$ cat config.mk
export PLATFORM = sky130hd
export DESIGN_NAME = rapcore
export DESIGN_NICKNAME = d
export VERILOG_FILES = /design/src/motion_pkg.sv /design/src/command_regs.sv /design/src/hbridge_phase.sv /design/src/quad_enc.sv /design/src/rapcore.sv /design/src/spi_link.sv /design/src/step_generator.sv
export SDC_FILE = /design/constraint.sdc
export NUM_CORES = 1
export LEC_CHECK = 0
export BUFFER_PORTS_ARGS = -buffer_cell sky130_fd_sc_hd__buf_2
export CORE_ASPECT_RATIO = 0.9
export CORE_MARGIN = 1
export CORE_UTILIZATION = 25
export CTS_CLUSTER_DIAMETER = 50
export DETAILED_ROUTE_END_ITERATION = 10
export PLACE_DENSITY_LB_ADDON = 0.12
export SLEW_MARGIN = 20
export SYNTH_ARGS = -nofsm -noshare
export SYNTH_HDL_FRONTEND = slang
export SYNTH_HIERARCHICAL = 1
export SYNTH_SLANG_ARGS = --single-unit
$ cat constraint.sdc
create_clock -name CLK -period 6.79 [get_ports CLK]
set_input_delay 1.0185 -clock CLK [delete_from_list [all_inputs] [get_ports CLK]]
set_output_delay 1.0185 -clock CLK [all_outputs]
set_load 0.1 [all_outputs]
$ cat src/motion_pkg.sv
package motion_pkg;

  // SPI frame layout
  localparam int FRAME_BITS = 40;
  localparam int OP_BITS    = 8;
  localparam int DATA_BITS  = 32;

  localparam logic [OP_BITS-1:0] OP_CONFIG      = 8'h01;
  localparam logic [OP_BITS-1:0] OP_MOVE        = 8'h02;
  localparam logic [OP_BITS-1:0] OP_PERIOD      = 8'h03;
  localparam logic [OP_BITS-1:0] OP_ENABLE      = 8'h04;
  localparam logic [OP_BITS-1:0] OP_READ_ENC    = 8'h10;
  localparam logic [OP_BITS-1:0] OP_READ_STATUS = 8'h11;
  localparam logic [OP_BITS-1:0] OP_READ_CONFIG = 8'h12;

  localparam int STEP_COUNT_BITS = 24;
  localparam int PERIOD_BITS     = 16;
  localparam int ENC_BITS        = 32;
  localparam int MICROSTEP_BITS  = 2;
  localparam int CURRENT_BITS    = 8;
  localparam int PWM_BITS        = 8;

  // Shortest step spacing in CLK, also the reset default
  localparam logic [PERIOD_BITS-1:0] MIN_PERIOD = 16'd2;

  // 32 positions per electrical cycle
  localparam int PHASE_BITS = 5;

  // cos() over one quadrant in 8 slices, full scale 255
  localparam logic [7:0] PHASE_MAG [0:7] = '{
    8'd255, 8'd250, 8'd236, 8'd212, 8'd180, 8'd142, 8'd98, 8'd50
  };

endpackage

$ cat src/command_regs.sv
`timescale 1ns/10ps

module command_regs (
  input  logic                                         CLK,
  input  logic                                         resetn,
  input  logic                                         frame_valid,
  input  logic        [motion_pkg::OP_BITS-1:0]        frame_op,
  input  logic        [motion_pkg::DATA_BITS-1:0]      frame_data,
  output logic        [motion_pkg::DATA_BITS-1:0]      reply_word,
  output logic        [motion_pkg::MICROSTEP_BITS-1:0] microsteps,
  output logic        [motion_pkg::CURRENT_BITS-1:0]   current,
  output logic                                         enable,
  output logic                                         move_start,
  output logic        [motion_pkg::STEP_COUNT_BITS-1:0] move_count,
  output logic        [motion_pkg::PERIOD_BITS-1:0]    move_period,
  output logic                                         move_dir,
  input  logic                                         busy,
  input  logic signed [motion_pkg::ENC_BITS-1:0]       enc_count,
  input  logic                                         enc_fault
);

  logic overrun;
  logic [motion_pkg::DATA_BITS-1:0] config_word;
  logic [motion_pkg::DATA_BITS-1:0] status_word;
  logic [motion_pkg::PERIOD_BITS-1:0] period_req;
  logic [motion_pkg::STEP_COUNT_BITS-1:0] count_req;
  logic move_ok;

  assign period_req = frame_data[motion_pkg::PERIOD_BITS-1:0];
  assign count_req  = frame_data[motion_pkg::STEP_COUNT_BITS-1:0];
  assign move_ok    = frame_valid && (frame_op == motion_pkg::OP_MOVE) && !busy;

  // Readback images
  always_comb begin
    config_word = '0;
    config_word[motion_pkg::MICROSTEP_BITS-1:0] = microsteps;
    config_word[8 +: motion_pkg::CURRENT_BITS] = current;
    config_word[16] = enable;
    status_word = '0;
    status_word[0] = busy;
    status_word[1] = enc_fault;
    status_word[2] = overrun;
  end

  always_ff @(posedge CLK) begin
    if (!resetn) begin
      microsteps  <= '0;
      current     <= '0;
      enable      <= 1'b0;
      move_period <= motion_pkg::MIN_PERIOD;
      move_start  <= 1'b0;
      overrun     <= 1'b0;
      reply_word  <= '0;
    end else begin
      move_start <= 1'b0;
      if (frame_valid) begin
        case (frame_op)
          motion_pkg::OP_CONFIG: begin
            microsteps <= frame_data[motion_pkg::MICROSTEP_BITS-1:0];
            current    <= frame_data[8 +: motion_pkg::CURRENT_BITS];
          end
          motion_pkg::OP_MOVE: begin
            if (busy)
              overrun <= 1'b1;  // Sticky until reset
            else if (count_req != '0)
              move_start <= 1'b1;
          end
          motion_pkg::OP_PERIOD: begin
            if (period_req < motion_pkg::MIN_PERIOD)
              move_period <= motion_pkg::MIN_PERIOD;
            else
              move_period <= period_req;
          end
          motion_pkg::OP_ENABLE: enable <= frame_data[0];
          default: ;
        endcase

        // Goes out during the next frame
        case (frame_op)
          motion_pkg::OP_READ_ENC:    reply_word <= enc_count;
          motion_pkg::OP_READ_STATUS: reply_word <= status_word;
          motion_pkg::OP_READ_CONFIG: reply_word <= config_word;
          default:                    reply_word <= '0;
        endcase
      end
    end
  end

  always_ff @(posedge CLK) begin
    if (move_ok) begin
      move_count <= count_req;
      move_dir   <= frame_data[motion_pkg::DATA_BITS-1];  // 1 is reverse
    end
  end

  a_no_start_busy: assert property (@(posedge CLK) disable iff (!resetn)
    move_start |-> !busy);

endmodule

$ cat src/hbridge_phase.sv
`timescale 1ns/10ps

module hbridge_phase (
  input  logic                                    CLK,
  input  logic                                    resetn,
  input  logic                                    step,
  input  logic                                    dir,
  input  logic                                    enable,
  input  logic [motion_pkg::MICROSTEP_BITS-1:0]   microsteps,
  input  logic [motion_pkg::CURRENT_BITS-1:0]     current,
  output logic                                    phase_a1,
  output logic                                    phase_a2,
  output logic                                    phase_b1,
  output logic                                    phase_b2,
  output logic                                    vref_a,
  output logic                                    vref_b
);

  localparam int QUAD_BITS = motion_pkg::PHASE_BITS - 2;  // Positions within a quadrant

  logic [motion_pkg::PHASE_BITS-1:0] index;
  logic [motion_pkg::PHASE_BITS-1:0] delta;
  logic [QUAD_BITS-1:0] pos;
  logic [motion_pkg::PWM_BITS-1:0] pwm_cnt;
  logic [7:0] mag_a;
  logic [7:0] mag_b;
  logic [2*motion_pkg::CURRENT_BITS-1:0] level_a;
  logic [2*motion_pkg::CURRENT_BITS-1:0] level_b;
  logic [motion_pkg::PWM_BITS-1:0] duty_a;
  logic [motion_pkg::PWM_BITS-1:0] duty_b;
  logic pos_a;
  logic pos_b;

  // |cos| in even quadrants, |sin| in odd ones
  function automatic logic [7:0] coil_mag(input logic odd_quad,
                                          input logic [QUAD_BITS-1:0] p);
    if (!odd_quad)
      return motion_pkg::PHASE_MAG[p];
    else if (p == '0)
      return 8'd0;
    else
      return motion_pkg::PHASE_MAG[QUAD_BITS'(8 - p)];
  endfunction

  assign delta = (motion_pkg::PHASE_BITS'(1) << QUAD_BITS) >> microsteps;
  assign pos   = index[QUAD_BITS-1:0];

  assign mag_a = coil_mag(index[QUAD_BITS], pos);
  assign mag_b = coil_mag(~index[QUAD_BITS], pos);  // B lags A by a quadrant

  assign pos_a = ~(index[motion_pkg::PHASE_BITS-1] ^ index[QUAD_BITS]);  // 0-7, 24-31
  assign pos_b = ~index[motion_pkg::PHASE_BITS-1];                       // 0-15

  assign level_a = current * mag_a;
  assign level_b = current * mag_b;
  assign duty_a  = level_a[2*motion_pkg::CURRENT_BITS-1 -: motion_pkg::PWM_BITS];
  assign duty_b  = level_b[2*motion_pkg::CURRENT_BITS-1 -: motion_pkg::PWM_BITS];

  always_ff @(posedge CLK) begin
    if (!resetn) begin
      index    <= '0;
      pwm_cnt  <= '0;
      phase_a1 <= 1'b0;
      phase_a2 <= 1'b0;
      phase_b1 <= 1'b0;
      phase_b2 <= 1'b0;
      vref_a   <= 1'b0;
      vref_b   <= 1'b0;
    end else begin
      pwm_cnt <= pwm_cnt + 1'b1;
      if (enable && step)
        index <= dir ? index - delta : index + delta;  // Wraps mod 32
      phase_a1 <= enable & pos_a;
      phase_a2 <= enable & ~pos_a;
      phase_b1 <= enable & pos_b;
      phase_b2 <= enable & ~pos_b;
      vref_a   <= enable && (pwm_cnt < duty_a);
      vref_b   <= enable && (pwm_cnt < duty_b);
    end
  end

endmodule

$ cat src/quad_enc.sv
`timescale 1ns/10ps

module quad_enc (
  input  logic                                  CLK,
  input  logic                                  resetn,
  input  logic                                  a,
  input  logic                                  b,
  output logic signed [motion_pkg::ENC_BITS-1:0] count,
  output logic                                  fault
);

  logic [2:0] a_q;  // meta, sync, previous
  logic [2:0] b_q;
  logic a_chg;
  logic b_chg;
  logic fwd;

  assign a_chg = a_q[1] ^ a_q[2];
  assign b_chg = b_q[1] ^ b_q[2];

  // A leading B counts up
  assign fwd = a_chg ? (a_q[1] ^ b_q[1]) : ~(a_q[1] ^ b_q[1]);

  always_ff @(posedge CLK) begin
    if (!resetn) begin
      a_q   <= 3'b000;
      b_q   <= 3'b000;
      count <= '0;
      fault <= 1'b0;
    end else begin
      a_q <= {a_q[1:0], a};
      b_q <= {b_q[1:0], b};
      if (a_chg && b_chg)
        fault <= 1'b1;  // Skipped state, count left alone
      else if (a_chg || b_chg)
        count <= fwd ? count + 1'b1 : count - 1'b1;
    end
  end

  a_fault_sticky: assert property (@(posedge CLK)
    $fell(fault) |-> !$past(resetn));

endmodule

$ cat src/rapcore.sv
`timescale 1ns/10ps

module rapcore (
  input  logic CLK,
  input  logic resetn,
  input  logic SCK,
  input  logic CS,
  input  logic COPI,
  output logic CIPO,
  input  logic ENC_A,
  input  logic ENC_B,
  output logic PHASE_A1,
  output logic PHASE_A2,
  output logic PHASE_B1,
  output logic PHASE_B2,
  output logic VREF_A,
  output logic VREF_B,
  output logic STEPOUTPUT,
  output logic DIROUTPUT,
  output logic ENOUTPUT,
  output logic MOVE_DONE
);

  // SPI frame path
  logic frame_valid;
  logic [motion_pkg::OP_BITS-1:0] frame_op;
  logic [motion_pkg::DATA_BITS-1:0] frame_data;
  logic [motion_pkg::DATA_BITS-1:0] reply_word;

  // Motor config and move request
  logic [motion_pkg::MICROSTEP_BITS-1:0] microsteps;
  logic [motion_pkg::CURRENT_BITS-1:0] current;
  logic move_start;
  logic [motion_pkg::STEP_COUNT_BITS-1:0] move_count;
  logic [motion_pkg::PERIOD_BITS-1:0] move_period;
  logic move_dir;
  logic busy;

  logic signed [motion_pkg::ENC_BITS-1:0] enc_count;
  logic enc_fault;

  assign MOVE_DONE = ~busy;

  spi_link spi0 (
    .CLK         (CLK),
    .resetn      (resetn),
    .SCK         (SCK),
    .CS          (CS),
    .COPI        (COPI),
    .CIPO        (CIPO),
    .frame_valid (frame_valid),
    .frame_op    (frame_op),
    .frame_data  (frame_data),
    .reply_word  (reply_word)
  );

  command_regs regs0 (
    .CLK         (CLK),
    .resetn      (resetn),
    .frame_valid (frame_valid),
    .frame_op    (frame_op),
    .frame_data  (frame_data),
    .reply_word  (reply_word),
    .microsteps  (microsteps),
    .current     (current),
    .enable      (ENOUTPUT),
    .move_start  (move_start),
    .move_count  (move_count),
    .move_period (move_period),
    .move_dir    (move_dir),
    .busy        (busy),
    .enc_count   (enc_count),
    .enc_fault   (enc_fault)
  );

  step_generator stepgen0 (
    .CLK         (CLK),
    .resetn      (resetn),
    .move_start  (move_start),
    .move_count  (move_count),
    .move_period (move_period),
    .move_dir    (move_dir),
    .step        (STEPOUTPUT),
    .dir         (DIROUTPUT),
    .busy        (busy)
  );

  hbridge_phase bridge0 (
    .CLK        (CLK),
    .resetn     (resetn),
    .step       (STEPOUTPUT),
    .dir        (DIROUTPUT),  // Latched per move
    .enable     (ENOUTPUT),
    .microsteps (microsteps),
    .current    (current),
    .phase_a1   (PHASE_A1),
    .phase_a2   (PHASE_A2),
    .phase_b1   (PHASE_B1),
    .phase_b2   (PHASE_B2),
    .vref_a     (VREF_A),
    .vref_b     (VREF_B)
  );

  quad_enc encoder0 (
    .CLK    (CLK),
    .resetn (resetn),
    .a      (ENC_A),
    .b      (ENC_B),
    .count  (enc_count),
    .fault  (enc_fault)
  );

endmodule

$ cat src/spi_link.sv
`timescale 1ns/10ps

module spi_link (
  input  logic                                CLK,
  input  logic                                resetn,
  input  logic                                SCK,
  input  logic                                CS,
  input  logic                                COPI,
  output logic                                CIPO,
  output logic                                frame_valid,
  output logic [motion_pkg::OP_BITS-1:0]      frame_op,
  output logic [motion_pkg::DATA_BITS-1:0]    frame_data,
  input  logic [motion_pkg::DATA_BITS-1:0]    reply_word
);

  localparam int CNT_BITS = $clog2(motion_pkg::FRAME_BITS + 2);
  localparam logic [CNT_BITS-1:0] FULL = CNT_BITS'(motion_pkg::FRAME_BITS);
  localparam logic [CNT_BITS-1:0] REPLY_FIRST = CNT_BITS'(motion_pkg::OP_BITS);

  logic [2:0] sck_q;  // meta, sync, previous
  logic [2:0] cs_q;
  logic [1:0] copi_q;
  logic sck_rise;
  logic sck_fall;
  logic cs_rise;
  logic cs_active;
  logic tx_shift;
  logic load_reply;
  logic [CNT_BITS-1:0] bit_cnt;
  logic [motion_pkg::FRAME_BITS-1:0] rx_sr;
  logic [motion_pkg::DATA_BITS-1:0] tx_sr;

  always_ff @(posedge CLK) begin
    if (!resetn) begin
      sck_q  <= 3'b000;
      cs_q   <= 3'b111;  // Bus idle
      copi_q <= 2'b00;
    end else begin
      sck_q  <= {sck_q[1:0], SCK};
      cs_q   <= {cs_q[1:0], CS};
      copi_q <= {copi_q[0], COPI};
    end
  end

  assign sck_rise  = sck_q[1] & ~sck_q[2];
  assign sck_fall  = ~sck_q[1] & sck_q[2];
  assign cs_rise   = cs_q[1] & ~cs_q[2];
  assign cs_active = ~cs_q[1];

  // Reply bits go out after the opcode byte
  assign tx_shift = cs_active && sck_fall && (bit_cnt >= REPLY_FIRST) && (bit_cnt < FULL);

  always_ff @(posedge CLK) begin
    if (!resetn) begin
      bit_cnt     <= '0;
      frame_valid <= 1'b0;
      load_reply  <= 1'b0;
    end else begin
      frame_valid <= cs_rise && (bit_cnt == FULL);  // Short or long frames dropped
      load_reply  <= frame_valid;
      if (!cs_active)
        bit_cnt <= '0;
      else if (sck_rise && bit_cnt <= FULL)
        bit_cnt <= bit_cnt + 1'b1;  // Saturates one past a full frame
    end
  end

  always_ff @(posedge CLK) begin
    if (cs_active && sck_rise)
      rx_sr <= {rx_sr[motion_pkg::FRAME_BITS-2:0], copi_q[1]};
    if (cs_rise) begin
      frame_op   <= rx_sr[motion_pkg::FRAME_BITS-1 -: motion_pkg::OP_BITS];
      frame_data <= rx_sr[motion_pkg::DATA_BITS-1:0];
    end
  end

  // Reply waits one cycle for command_regs to register it
  always_ff @(posedge CLK) begin
    if (load_reply)
      tx_sr <= reply_word;
    else if (tx_shift)
      tx_sr <= {tx_sr[motion_pkg::DATA_BITS-2:0], 1'b0};
  end

  always_ff @(posedge CLK) begin
    if (!resetn) begin
      CIPO <= 1'b0;
    end else if (!cs_active) begin
      CIPO <= 1'b0;
    end else if (sck_fall) begin
      CIPO <= tx_shift ? tx_sr[motion_pkg::DATA_BITS-1] : 1'b0;
    end
  end

  a_valid_cs_idle: assert property (@(posedge CLK) disable iff (!resetn)
    $rose(frame_valid) |-> cs_q[1]);

endmodule

$ cat src/step_generator.sv
`timescale 1ns/10ps

module step_generator (
  input  logic                                     CLK,
  input  logic                                     resetn,
  input  logic                                     move_start,
  input  logic [motion_pkg::STEP_COUNT_BITS-1:0]   move_count,
  input  logic [motion_pkg::PERIOD_BITS-1:0]       move_period,
  input  logic                                     move_dir,
  output logic                                     step,
  output logic                                     dir,
  output logic                                     busy
);

  logic [motion_pkg::STEP_COUNT_BITS-1:0] remaining;
  logic [motion_pkg::PERIOD_BITS-1:0] period_q;
  logic [motion_pkg::PERIOD_BITS-1:0] timer;
  logic start_ok;

  assign start_ok = move_start && !busy && (move_count != '0);

  always_ff @(posedge CLK) begin
    if (start_ok)
      period_q <= move_period;
  end

  always_ff @(posedge CLK) begin
    if (!resetn) begin
      busy      <= 1'b0;
      step      <= 1'b0;
      dir       <= 1'b0;
      remaining <= '0;
      timer     <= '0;
    end else begin
      step <= 1'b0;
      if (!busy) begin
        if (start_ok) begin
          busy      <= 1'b1;
          dir       <= move_dir;  // Held for the whole move
          remaining <= move_count;
          timer     <= move_period - 1'b1;
        end
      end else if (remaining == '0) begin
        busy <= 1'b0;  // Last pulse went out last cycle
      end else if (timer == '0) begin
        step      <= 1'b1;
        remaining <= remaining - 1'b1;
        timer     <= period_q - 1'b1;
      end else begin
        timer <= timer - 1'b1;
      end
    end
  end

  a_step_single: assert property (@(posedge CLK) disable iff (!resetn)
    step |=> !step);

endmodule

## After elaboration in Yosys (flattened, before gate mapping)

Memories as Yosys holds them, arrays and structs flattened.
Cells that the tools add are included.

- Shifts and indexed selects: 1
- Order comparisons: 8
- Add/sub/neg operators: 11
- Mux-type cells: 28
- Multipliers: 2
- Reductions and logical operators: 34
- Bitwise gates (word level): 25
- Equality and inequality tests: 10

Operators with widths:

| cell | number |
|---|---|
| $mux W24 | 4 |
| $mux W32 | 3 |
| $pmux W32 S3 | 1 |
| $mux W16 | 5 |
| $mux W8 | 7 |
| $reduce_bool A24 Y1 | 2 |
| $sub A16 B1 Y16 const B | 3 |
| $add A32 B1 Y32 const B | 1 |
| $mul A8 B8 Y16 | 2 |
| $sub A32 B1 Y32 const B | 1 |
| $eq A8 B5 Y1 const B | 3 |
| $logic_not A24 Y1 | 1 |
| $sub A24 B1 Y24 const B | 1 |
| $eq A8 B2 Y1 const B | 2 |
| $logic_not A16 Y1 | 1 |
| $lt A16 B2 Y1 const B | 1 |
| $lt A8 B8 Y1 | 2 |
| $logic_and A1 B1 Y1 | 14 |
| $not A1 Y1 | 12 |
| $reduce_and A2 Y1 | 6 |
| $add A8 B1 Y8 const B | 1 |
| $eq A8 B1 Y1 const B | 1 |
| $eq A8 B3 Y1 const B | 1 |
| $ge A4 B4 Y1 const B | 2 |
| 23 further kinds | 42 |

- Bits in read-only memories: 128
- Input bits: 7
- Flip-flop bits (word level): 332
- Memories kept: 2
- Logic and storage cells: 159
- Output and inout port bits: 11

Memory list:

| memory | words | width | read ports | clocked after Yosys merged registers in | wr ports | line | text |
|---|---|---|---|---|---|---|---|
| (name not given) | 8 | 8 | 1 | 0 | 0 | hbridge_phase.sv:42 | `return motion_pkg::PHASE_MAG[QUAD_BITS'(8 - p)];` |
| (name not given) | 8 | 8 | 1 | 0 | 0 | hbridge_phase.sv:38 | `return motion_pkg::PHASE_MAG[p];` |

## Logic depth before layout (Yosys ltp)

Gate-level depths: netlist of run 1.

- Depth after elaboration: 10
- Depth in mapped cells: 30
- Gate-level depth less buffers: 28

## Modules after synthesis

The synthesis of run 1 kept the hierarchy.

By module, submodules not included:

| module | area an instance (µm²) | times used | sequential area each (µm²) | cells an instance |
|---|---|---|---|---|
| hbridge_phase | 5674.2 | 1 | 380.4 | 656 |
| spi_link | 4436.8 | 1 | 3703.6 | 221 |
| step_generator | 3455.8 | 1 | 1341.3 | 405 |
| command_regs | 3195.6 | 1 | 1971.9 | 266 |
| quad_enc | 3109.2 | 1 | 780.7 | 408 |
| rapcore | 3.8 | 1 | 0.0 | 1 |

## Worst setup path before layout of run 1

No wires, ideal clock.

- Path kind: reg-to-reg
- Start point: register bridge0/index[0] (netlist bit)
- End point: register bridge0.vref_b
- Required time: 6.721 ns
- Library setup time: 0.069 ns
- Path buffers: 2
- Stages on the path, launching flop included: 29
- Slack: 0.271 ns
- Arrival: 6.451 ns
- Period minus slack after synthesis: 6.519 ns
- Cells stage by stage: dfxtp_1 clkbuf_1 inv_1 ha_1 buf_2 xor2_1 mux2i_1 nor2_1 a311oi_2 nand2_1 fa_1 fa_1 inv_1 fa_1 inv_1 fa_1 inv_1 ha_1 o21a_1 o21ai_0 nor4b_2 or2_1 a41oi_1 xor2_1 ha_1 a21o_1 a211oi_1 nand2_1 o21ai_1

- Cells in the longest elaborated chain, start to end: 10
- Elaborated cells on any way between the ends: 15
- Classes of those cells: add/sub: 1; mul: 1; order compare: 1; mux: 6; bitwise: 2; reduce/logical: 2; memory: 2

RTL lines:

| element | line | text |
|---|---|---|
| start, declared | hbridge_phase.sv:21 | `logic [motion_pkg::PHASE_BITS-1:0] index;` |
| start signal, assigned | hbridge_phase.sv:72 | `index <= dir ? index - delta : index + delta;` |
| $sub A1 B3 Y3 | hbridge_phase.sv:42 |  |
| $not A3 Y4 (implied by the code) | hbridge_phase.sv:42 |  |
| $mem_v2 Z8 W8 | -- |  |
| $mux W8 (2 in series) | -- |  |
| $mux W8 | hbridge_phase.sv:39 | `else if (p == '0)` |
| $mux W8 * | hbridge_phase.sv:37 | `if (!odd_quad)` |
| $mul A8 B8 Y16 * | hbridge_phase.sv:55 | `assign level_b = current * mag_b;` |
| $lt A8 B8 Y1 * | hbridge_phase.sv:78 | `vref_b <= enable && (pwm_cnt < duty_b);` |
| $logic_and A1 B1 Y1 * | hbridge_phase.sv:78 |  |
| end signal, assigned | hbridge_phase.sv:78 |  |
| end, declared | hbridge_phase.sv:16 | `output logic vref_b` |

Mark *: on every way between the ends. The rest lies on a longest branch, timed or not. The select of a mux whose other input is x is not followed.
A chain may end at the register's enable or synchronous reset.

## Final worst setup path of run 1

Ends and elaborated chain as after synthesis.

==> flow_metrics.tcl, run 1 <==
set metrics [dict create \
    hold_path_depth 0 \
    start_kind "flop" \
    total_power_mw 5.01 \
    chipWidth_um 298 \
    clock-sinks 325 \
    r2r-start "bridge0/index[0]" \
    overflow 0 \
    syn_nets 2125 \
    stdcell_area_um2 22800 \
    antenna_found_initial 0 \
    place_area_um2 20900 \
    cp-end-kind "flop" \
    hold_viol_final 0 \
    htreeDepth 2 \
    critPathKind "reg2reg" \
    wire_per_inst_um 17.1 \
    reg2reg_depth 25 \
    cp.required_ns 7.30 \
    total_leakage_power_nw 9.16 \
    vdd_drop_max_mv 0.181 \
    fill_cells 8059 \
    dp_hpwl_mm 37.0 \
    vias 14413 \
    min_to "spi0/rx_sr[0]" \
    setup_viol 0 \
    crit_path_start "bridge0/index[0]" \
    clk_latency_ns 0.60 \
    nNetsFinal 2138 \
    slew_viol_final 0 \
    final_layout_size_suffix_gt1_share_pct 14.2 \
    worstPathMaxFanout 8 \
    grt_pass1_vias 14424 \
    utilization_pct 29.3 \
    synthCells 1950 \
    clockBufferDepth 3 \
    hold_path.startpoint "spi0/copi_q[1]" \
    drtIter0Drc 769 \
    worst_slack_ns 0.375 \
    max-slew-margin-rel_pct 37.2 \
    cap_violations 0 \
    ant_nets 0 \
    die_h_um 268 \
    cts_tree "yes" \
    clockRootBuffer "clkbuf_16" \
    pwr_density_cell_nw_per_um2 220 \
    fp-row-count 97 \
    r2r_slack_ns 0.38 \
    grt_use_total_pct 13.1 \
    fmax_mhz 156 \
    cts.hold.buffers_added 0 \
    start_util_pct 25.3 \
    syn_area_per_cell_um2 10.1 \
    core-area_um2 77800 \
    ys_warn_count 6 \
    netlist_area_um2 19700 \
    skew_ns 0.0382 \
    rr_endpoint "bridge0/vref_b" \
    min_period_over_period_pct 94.5 \
    io-pin-count 18 \
    cts_made_buffers 55 \
    dieArea_um2 79800 \
    arrival_ns 6.92 \
    gp_congestion 0.818 \
    setup_tns_ns 0 \
    io_buffers 17 \
    drc_errors 0 \
    rsz0062_at_grt "no" \
    wirelength_mm 52.1 \
    place_ws_ns 0.119 \
    grt_pass1_wl_mm 83.9 \
    grt_max_degree 65 \
    syn2layout_area_growth_pct 16.1 \
    drt-pass1-iter-count 7 \
    period_needed_ns 6.41 \
    outcome "finished, final reports clean" \
    worst_pin_slew_ns 0.940 \
    drt-vias-per-instance 4.72 \
    path_clk_slew_ns 0.05 \
    hp-class "reg2reg" \
]
[critical path, stage by stage, from the launching register on]
cell	delay, ns
dfxtp_1	0.32
inv_1	0.09
ha_1	0.46
xor2_1	0.18
o22a_1	0.24
a21oi_2	0.09
buf_4	0.17
and2_1	0.17
fa_1	0.57
fa_1	0.45
fa_1	0.55
inv_1	0.06
fa_1	0.53
inv_1	0.04
ha_2	0.36
o21a_1	0.13
o21ai_0	0.08
nor4b_2	0.38
or2_4	0.21
a41oi_1	0.13
xor2_1	0.17
ha_1	0.30
a21o_1	0.19
a211oi_2	0.23
nand2_1	0.07
o21ai_1	0.13
[state kept, by name, summed over array words and instances (netlist names), 5 cells and up]
name and count:
bridge0/index 5, bridge0/pwm_cnt 8, encoder0/count 32, regs0/current 8
regs0/move_count 24, regs0/move_period 16, regs0/reply_word 32, spi0/bit_cnt 6
spi0/frame_data 25, spi0/frame_op 8, spi0/rx_sr 40, spi0/tx_sr 32
stepgen0/period_q 16, stepgen0/remaining 24, stepgen0/timer 16
[metal layers]
metal  up-vias  GRT usage, %  wire length [um]
met5         -             0                 0
met4         0          3.25               901
met3        59          1.99              1750
met2       208          19.9             22200
met1      7087          19.4             27200
li1       7059             -                 -
[report_power, final]
| group | switching (mW) | total, mW | internal (mW) |
|---|---|---|---|
| sequential | 0.0492 | 2.10 | 2.05 |
| clock | 1.11 | 2.69 | 1.58 |
| combinational | 0.138 | 0.220 | 0.0820 |
[placed cells by master (no fill, tap or decap), types with 8 or more instances in the layout]
| cell | instances |
|---|---|
| a211oi_1 | 17 |
| a21o_1 | 16 |
| a21oi_1 | 88 |
| a22o_1 | 23 |
| a31oi_1 | 19 |
| and2_1 | 125 |
| and3_1 | 17 |
| and4_1 | 10 |
| buf_2 | 16 |
| buf_4 | 41 |
| clkbuf_16 | 56 |
| clkinvlp_4 | 8 |
| dfxtp_1 | 178 |
| edfxtp_1 | 146 |
| fa_1 | 71 |
| ha_1 | 95 |
| inv_1 | 116 |
| inv_6 | 13 |
| mux2_2 | 39 |
| mux2i_1 | 75 |
| nand2_1 | 159 |
| nand2b_1 | 26 |
| nand3_1 | 31 |
| nand4_1 | 25 |
| nor2_1 | 118 |
| nor2b_1 | 25 |
| nor3_1 | 49 |
| nor3b_1 | 10 |
| nor4_1 | 35 |
| o21a_1 | 12 |
| o21ai_0 | 50 |
| o21ai_1 | 12 |
| o21ai_2 | 10 |
| o22ai_1 | 12 |
| or3_1 | 10 |
| or4_1 | 15 |
| xnor2_1 | 26 |
| xor2_1 | 33 |
[how the worst max path moves through the flow]
| stage | cells past startpoint | to | slack, ns |
|---|---|---|---|
| 2_1_floorplan | 28 | bridge0/vref_b | 0.27 |
| 3_3_place_gp | 26 | bridge0/vref_a | 0.25 |
| 3_5_place_dp | 23 | bridge0/vref_a | 0.12 |
| 4_1_cts | 23 | bridge0/vref_a | 0.06 |
| 5_1_grt | 27 | bridge0/vref_b | 0.009 |
| 6_report | 25 | bridge0/vref_b | 0.38 |
[final cells by class]
class                      count  area, um2  share of cell area, %
sequential                   325       7970                   34.9
antenna                        2       5.00                 0.0219
multi-input combinational   1405      10900                   47.6
clock buffer                  61       1430                   6.26
timing repair buffer          59        428                   1.87
inverter                     117        439                   1.92
tap                         1039       1300                   5.69
clock inverter                43        387                   1.69
[metrics by stage]
stage,std cells,hold slack [ns]
2_1_floorplan,1950,0.386
3_3_place_gp,2936,0.397
3_5_place_dp,2936,0.397
4_1_cts,3040,0.408
5_1_grt,3049,0.410
6_report,3051,0.404
[what timing repair did]
action                     in CTS  in global routing
setup endpoints to repair       0                  2
gates resized for setup         0                 16
setup buffers                   0                  8
No activity file was read; power rests on OpenSTA's default activity.
==> run 2: changes to the inputs <==
--- a/config.mk
+++ b/config.mk
@@ -5,6 +5,7 @@
 export SDC_FILE = /design/constraint.sdc
 export NUM_CORES = 1
 export LEC_CHECK = 0
+export ABC_CLOCK_PERIOD_IN_PS = 6790
 export BUFFER_PORTS_ARGS = -buffer_cell sky130_fd_sc_hd__buf_2
 export CORE_ASPECT_RATIO = 0.9
 export CORE_MARGIN = 1
@@ -12,6 +13,7 @@
 export CTS_CLUSTER_DIAMETER = 50
 export DETAILED_ROUTE_END_ITERATION = 10
 export PLACE_DENSITY_LB_ADDON = 0.12
+export SETUP_SLACK_MARGIN = 0.05
 export SLEW_MARGIN = 20
 export SYNTH_ARGS = -nofsm -noshare
 export SYNTH_HDL_FRONTEND = slang
==> constraint.sdc (replaced) <==
create_clock -name CLK -period 6.79 [get_ports CLK]
set_input_delay 1.0185 -clock CLK [delete_from_list [all_inputs] [get_ports CLK]]
set_output_delay 1.0185 -clock CLK [all_outputs]
set_load 0.02 [all_outputs]
==> run 2 against run 1 <==
  * Global-route usage is the same
  * Die area is the same
  * Combinational power hardly changed
  * Clock skew up 0.00072 ns
  * Sequential power barely moved
  * Critical path type unchanged
  * Largest cell class unchanged
  * Largest power group unchanged
==> flow_metrics.tcl, run 2 (synthesis gave the netlist of run 1 again) <==
set metrics [dict create \
    outcome "finished, final reports clean" \
    hold_path_depth 1 \
    path_clk_slew_ns 0.05 \
    grt_max_degree 65 \
    clockBufferDepth 3 \
    power.share.switching_pct 25.9 \
    drtIter0Drc 813 \
    cts_made_buffers 55 \
    sequentialPowerShare_pct 42.0 \
    die_h_um 268 \
    start_kind "flop" \
    wire_per_inst_um 17.1 \
    nNetsFinal 2138 \
    slew_viol_final 0 \
    skew_ns 0.0389 \
    start_util_pct 25.3 \
    setup_viol 0 \
    multi_input_area_um2 10900 \
    dp_hpwl_mm 37.0 \
    arrival_ns 6.94 \
    cts_tree "yes" \
    r2r_slack_ns 0.36 \
    vdd_drop_max_mv 0.181 \
    grt_pass1_wl_mm 83.9 \
    htreeDepth 2 \
    regArea_um2 7970 \
    wirelength_mm 52.1 \
    hp-class "reg2reg" \
    grt_use_total_pct 13.1 \
    whs_ns 0.404 \
    worst_pin_slew_ns 0.938 \
    total_leakage_power_nw 9.16 \
    finalNonFillerCells 3051 \
    drt-pass1-iter-count 5 \
    r2r-start "bridge0/index[0]" \
    grt_pass1_vias 14424 \
    hold_viol_final 0 \
    cp.required_ns 7.30 \
    hold_path.startpoint "spi0/cs_q[0]" \
    dieArea_um2 79800 \
    max-slew-margin-rel_pct 37.4 \
    top_register "spi0/rx_sr" \
    largest_reg_flops 40 \
    gp_congestion 0.818 \
    worstPathMaxFanout 8 \
    worst_slack_ns 0.363 \
    p_int_mw 3.71 \
    fill_cells 8057 \
    chipWidth_um 298 \
    cp-end-kind "flop" \
    core-area_um2 77800 \
    place_ws_ns 0.119 \
    clock-sinks 325 \
    mostFrequentLayoutCells "dfxtp_1, nand2_1, edfxtp_1" \
    io_buffers 17 \
    cap_violations 0 \
    place_inst 2936 \
    syn2layout_area_growth_pct 16.2 \
    rsz0062_at_grt "no" \
    ant_nets 0 \
    pwr_density_cell_nw_per_um2 219 \
    vias 14403 \
    min_period_over_period_pct 94.7 \
    antenna_found_initial 0 \
    period_needed_ns 6.43 \
    rr_endpoint "bridge0/vref_b" \
    clockRootBuffer "clkbuf_16" \
    min_to "spi0/cs_q[1]" \
    setup_tns_ns 0 \
    drt-vias-per-instance 4.72 \
    final_common_cell "dfxtp_1" \
    io-pin-count 18 \
    switching_power_mw 1.30 \
    reg2reg_depth 25 \
    clk_latency_ns 0.61 \
    fmax_mhz 156 \
    drc_errors 0 \
    pwr-share-comb_pct 4.4 \
    p_clk_share_pct 53.6 \
    final_layout_size_suffix_gt1_share_pct 14.3 \
    critPathKind "reg2reg" \
    overflow 0 \
    fp-row-count 97 \
]
-- run 2: how the worst max path moves through the flow --
stage | start | cells after the start | to
2_1_floorplan | bridge0/index[0] | 28 | bridge0/vref_b
3_3_place_gp | bridge0/index[0] | 26 | bridge0/vref_a
3_5_place_dp | bridge0/index[1] | 23 | bridge0/vref_a
4_1_cts | bridge0/index[1] | 23 | bridge0/vref_a
5_1_grt | bridge0/index[1] | 25 | bridge0/vref_b
6_report | bridge0/index[0] | 25 | bridge0/vref_b
-- run 2: power groups by stage --
stage          clock, mW  sequential [mW]  combinational, mW
3_3_place_gp           0             2.15              0.221
5_1_grt             2.88             2.11              0.246
3_5_place_dp           0             2.15              0.221
4_1_cts             2.79             2.10              0.222
2_1_floorplan          0             2.11              0.185
6_report            2.69             2.10              0.221
-- run 2: layer usage --
layer | vias to the layer above | track usage, % | wire length, um
li1 | 7053 | - | -
met3 | 61 | 1.99 | 1780
met4 | 0 | 3.25 | 929
met5 | - | 0 | 0
met2 | 227 | 19.9 | 22100
met1 | 7062 | 19.4 | 27300
-- run 2: timing repair --
action,CTS,global route
hold buffers,0,0
resized for setup,0,19
setup buffers,0,8
endpoints found under the setup margin,0,2
-- run 2: area by class of cell --
| class | instances | share of cell area (%) |
|---|---|---|
| repair buffers | 59 | 1.87 |
| multi-input cells | 1405 | 47.7 |
| inverters | 117 | 1.92 |
| clock buffers | 61 | 6.26 |
| clock inverters | 43 | 1.69 |
| diodes | 2 | 0.0219 |
| well taps | 1039 | 5.69 |
| flip-flops and latches | 325 | 34.9 |
-- run 2: through the flow --
step / util, % / cell area [um2] / power (mW)
3_3_place_gp: 26.8 / 20900 / 2.37
6_report: 29.4 / 22800 / 5.01
2_1_floorplan: - / 19700 / 2.30
5_1_grt: 29.4 / 22800 / 5.23
4_1_cts: 29.1 / 22700 / 5.11
3_5_place_dp: 26.8 / 20900 / 2.37
-- run 2: critical path, stage by stage (launching register included) --
cell and delay, ns:
dfxtp_1 0.32, inv_1 0.12, ha_2 0.45, xor2_1 0.18
o22a_1 0.25, a21oi_2 0.09, buf_4 0.17, and2_1 0.17
fa_1 0.57, fa_1 0.45, fa_1 0.55, inv_1 0.06
fa_1 0.53, inv_1 0.04, ha_2 0.36, o21a_1 0.13
o21ai_0 0.08, nor4b_2 0.38, or2_4 0.21, a41oi_1 0.13
xor2_1 0.17, ha_1 0.30, a21o_1 0.19, a211oi_2 0.23
nand2_1 0.07, o21ai_1 0.13
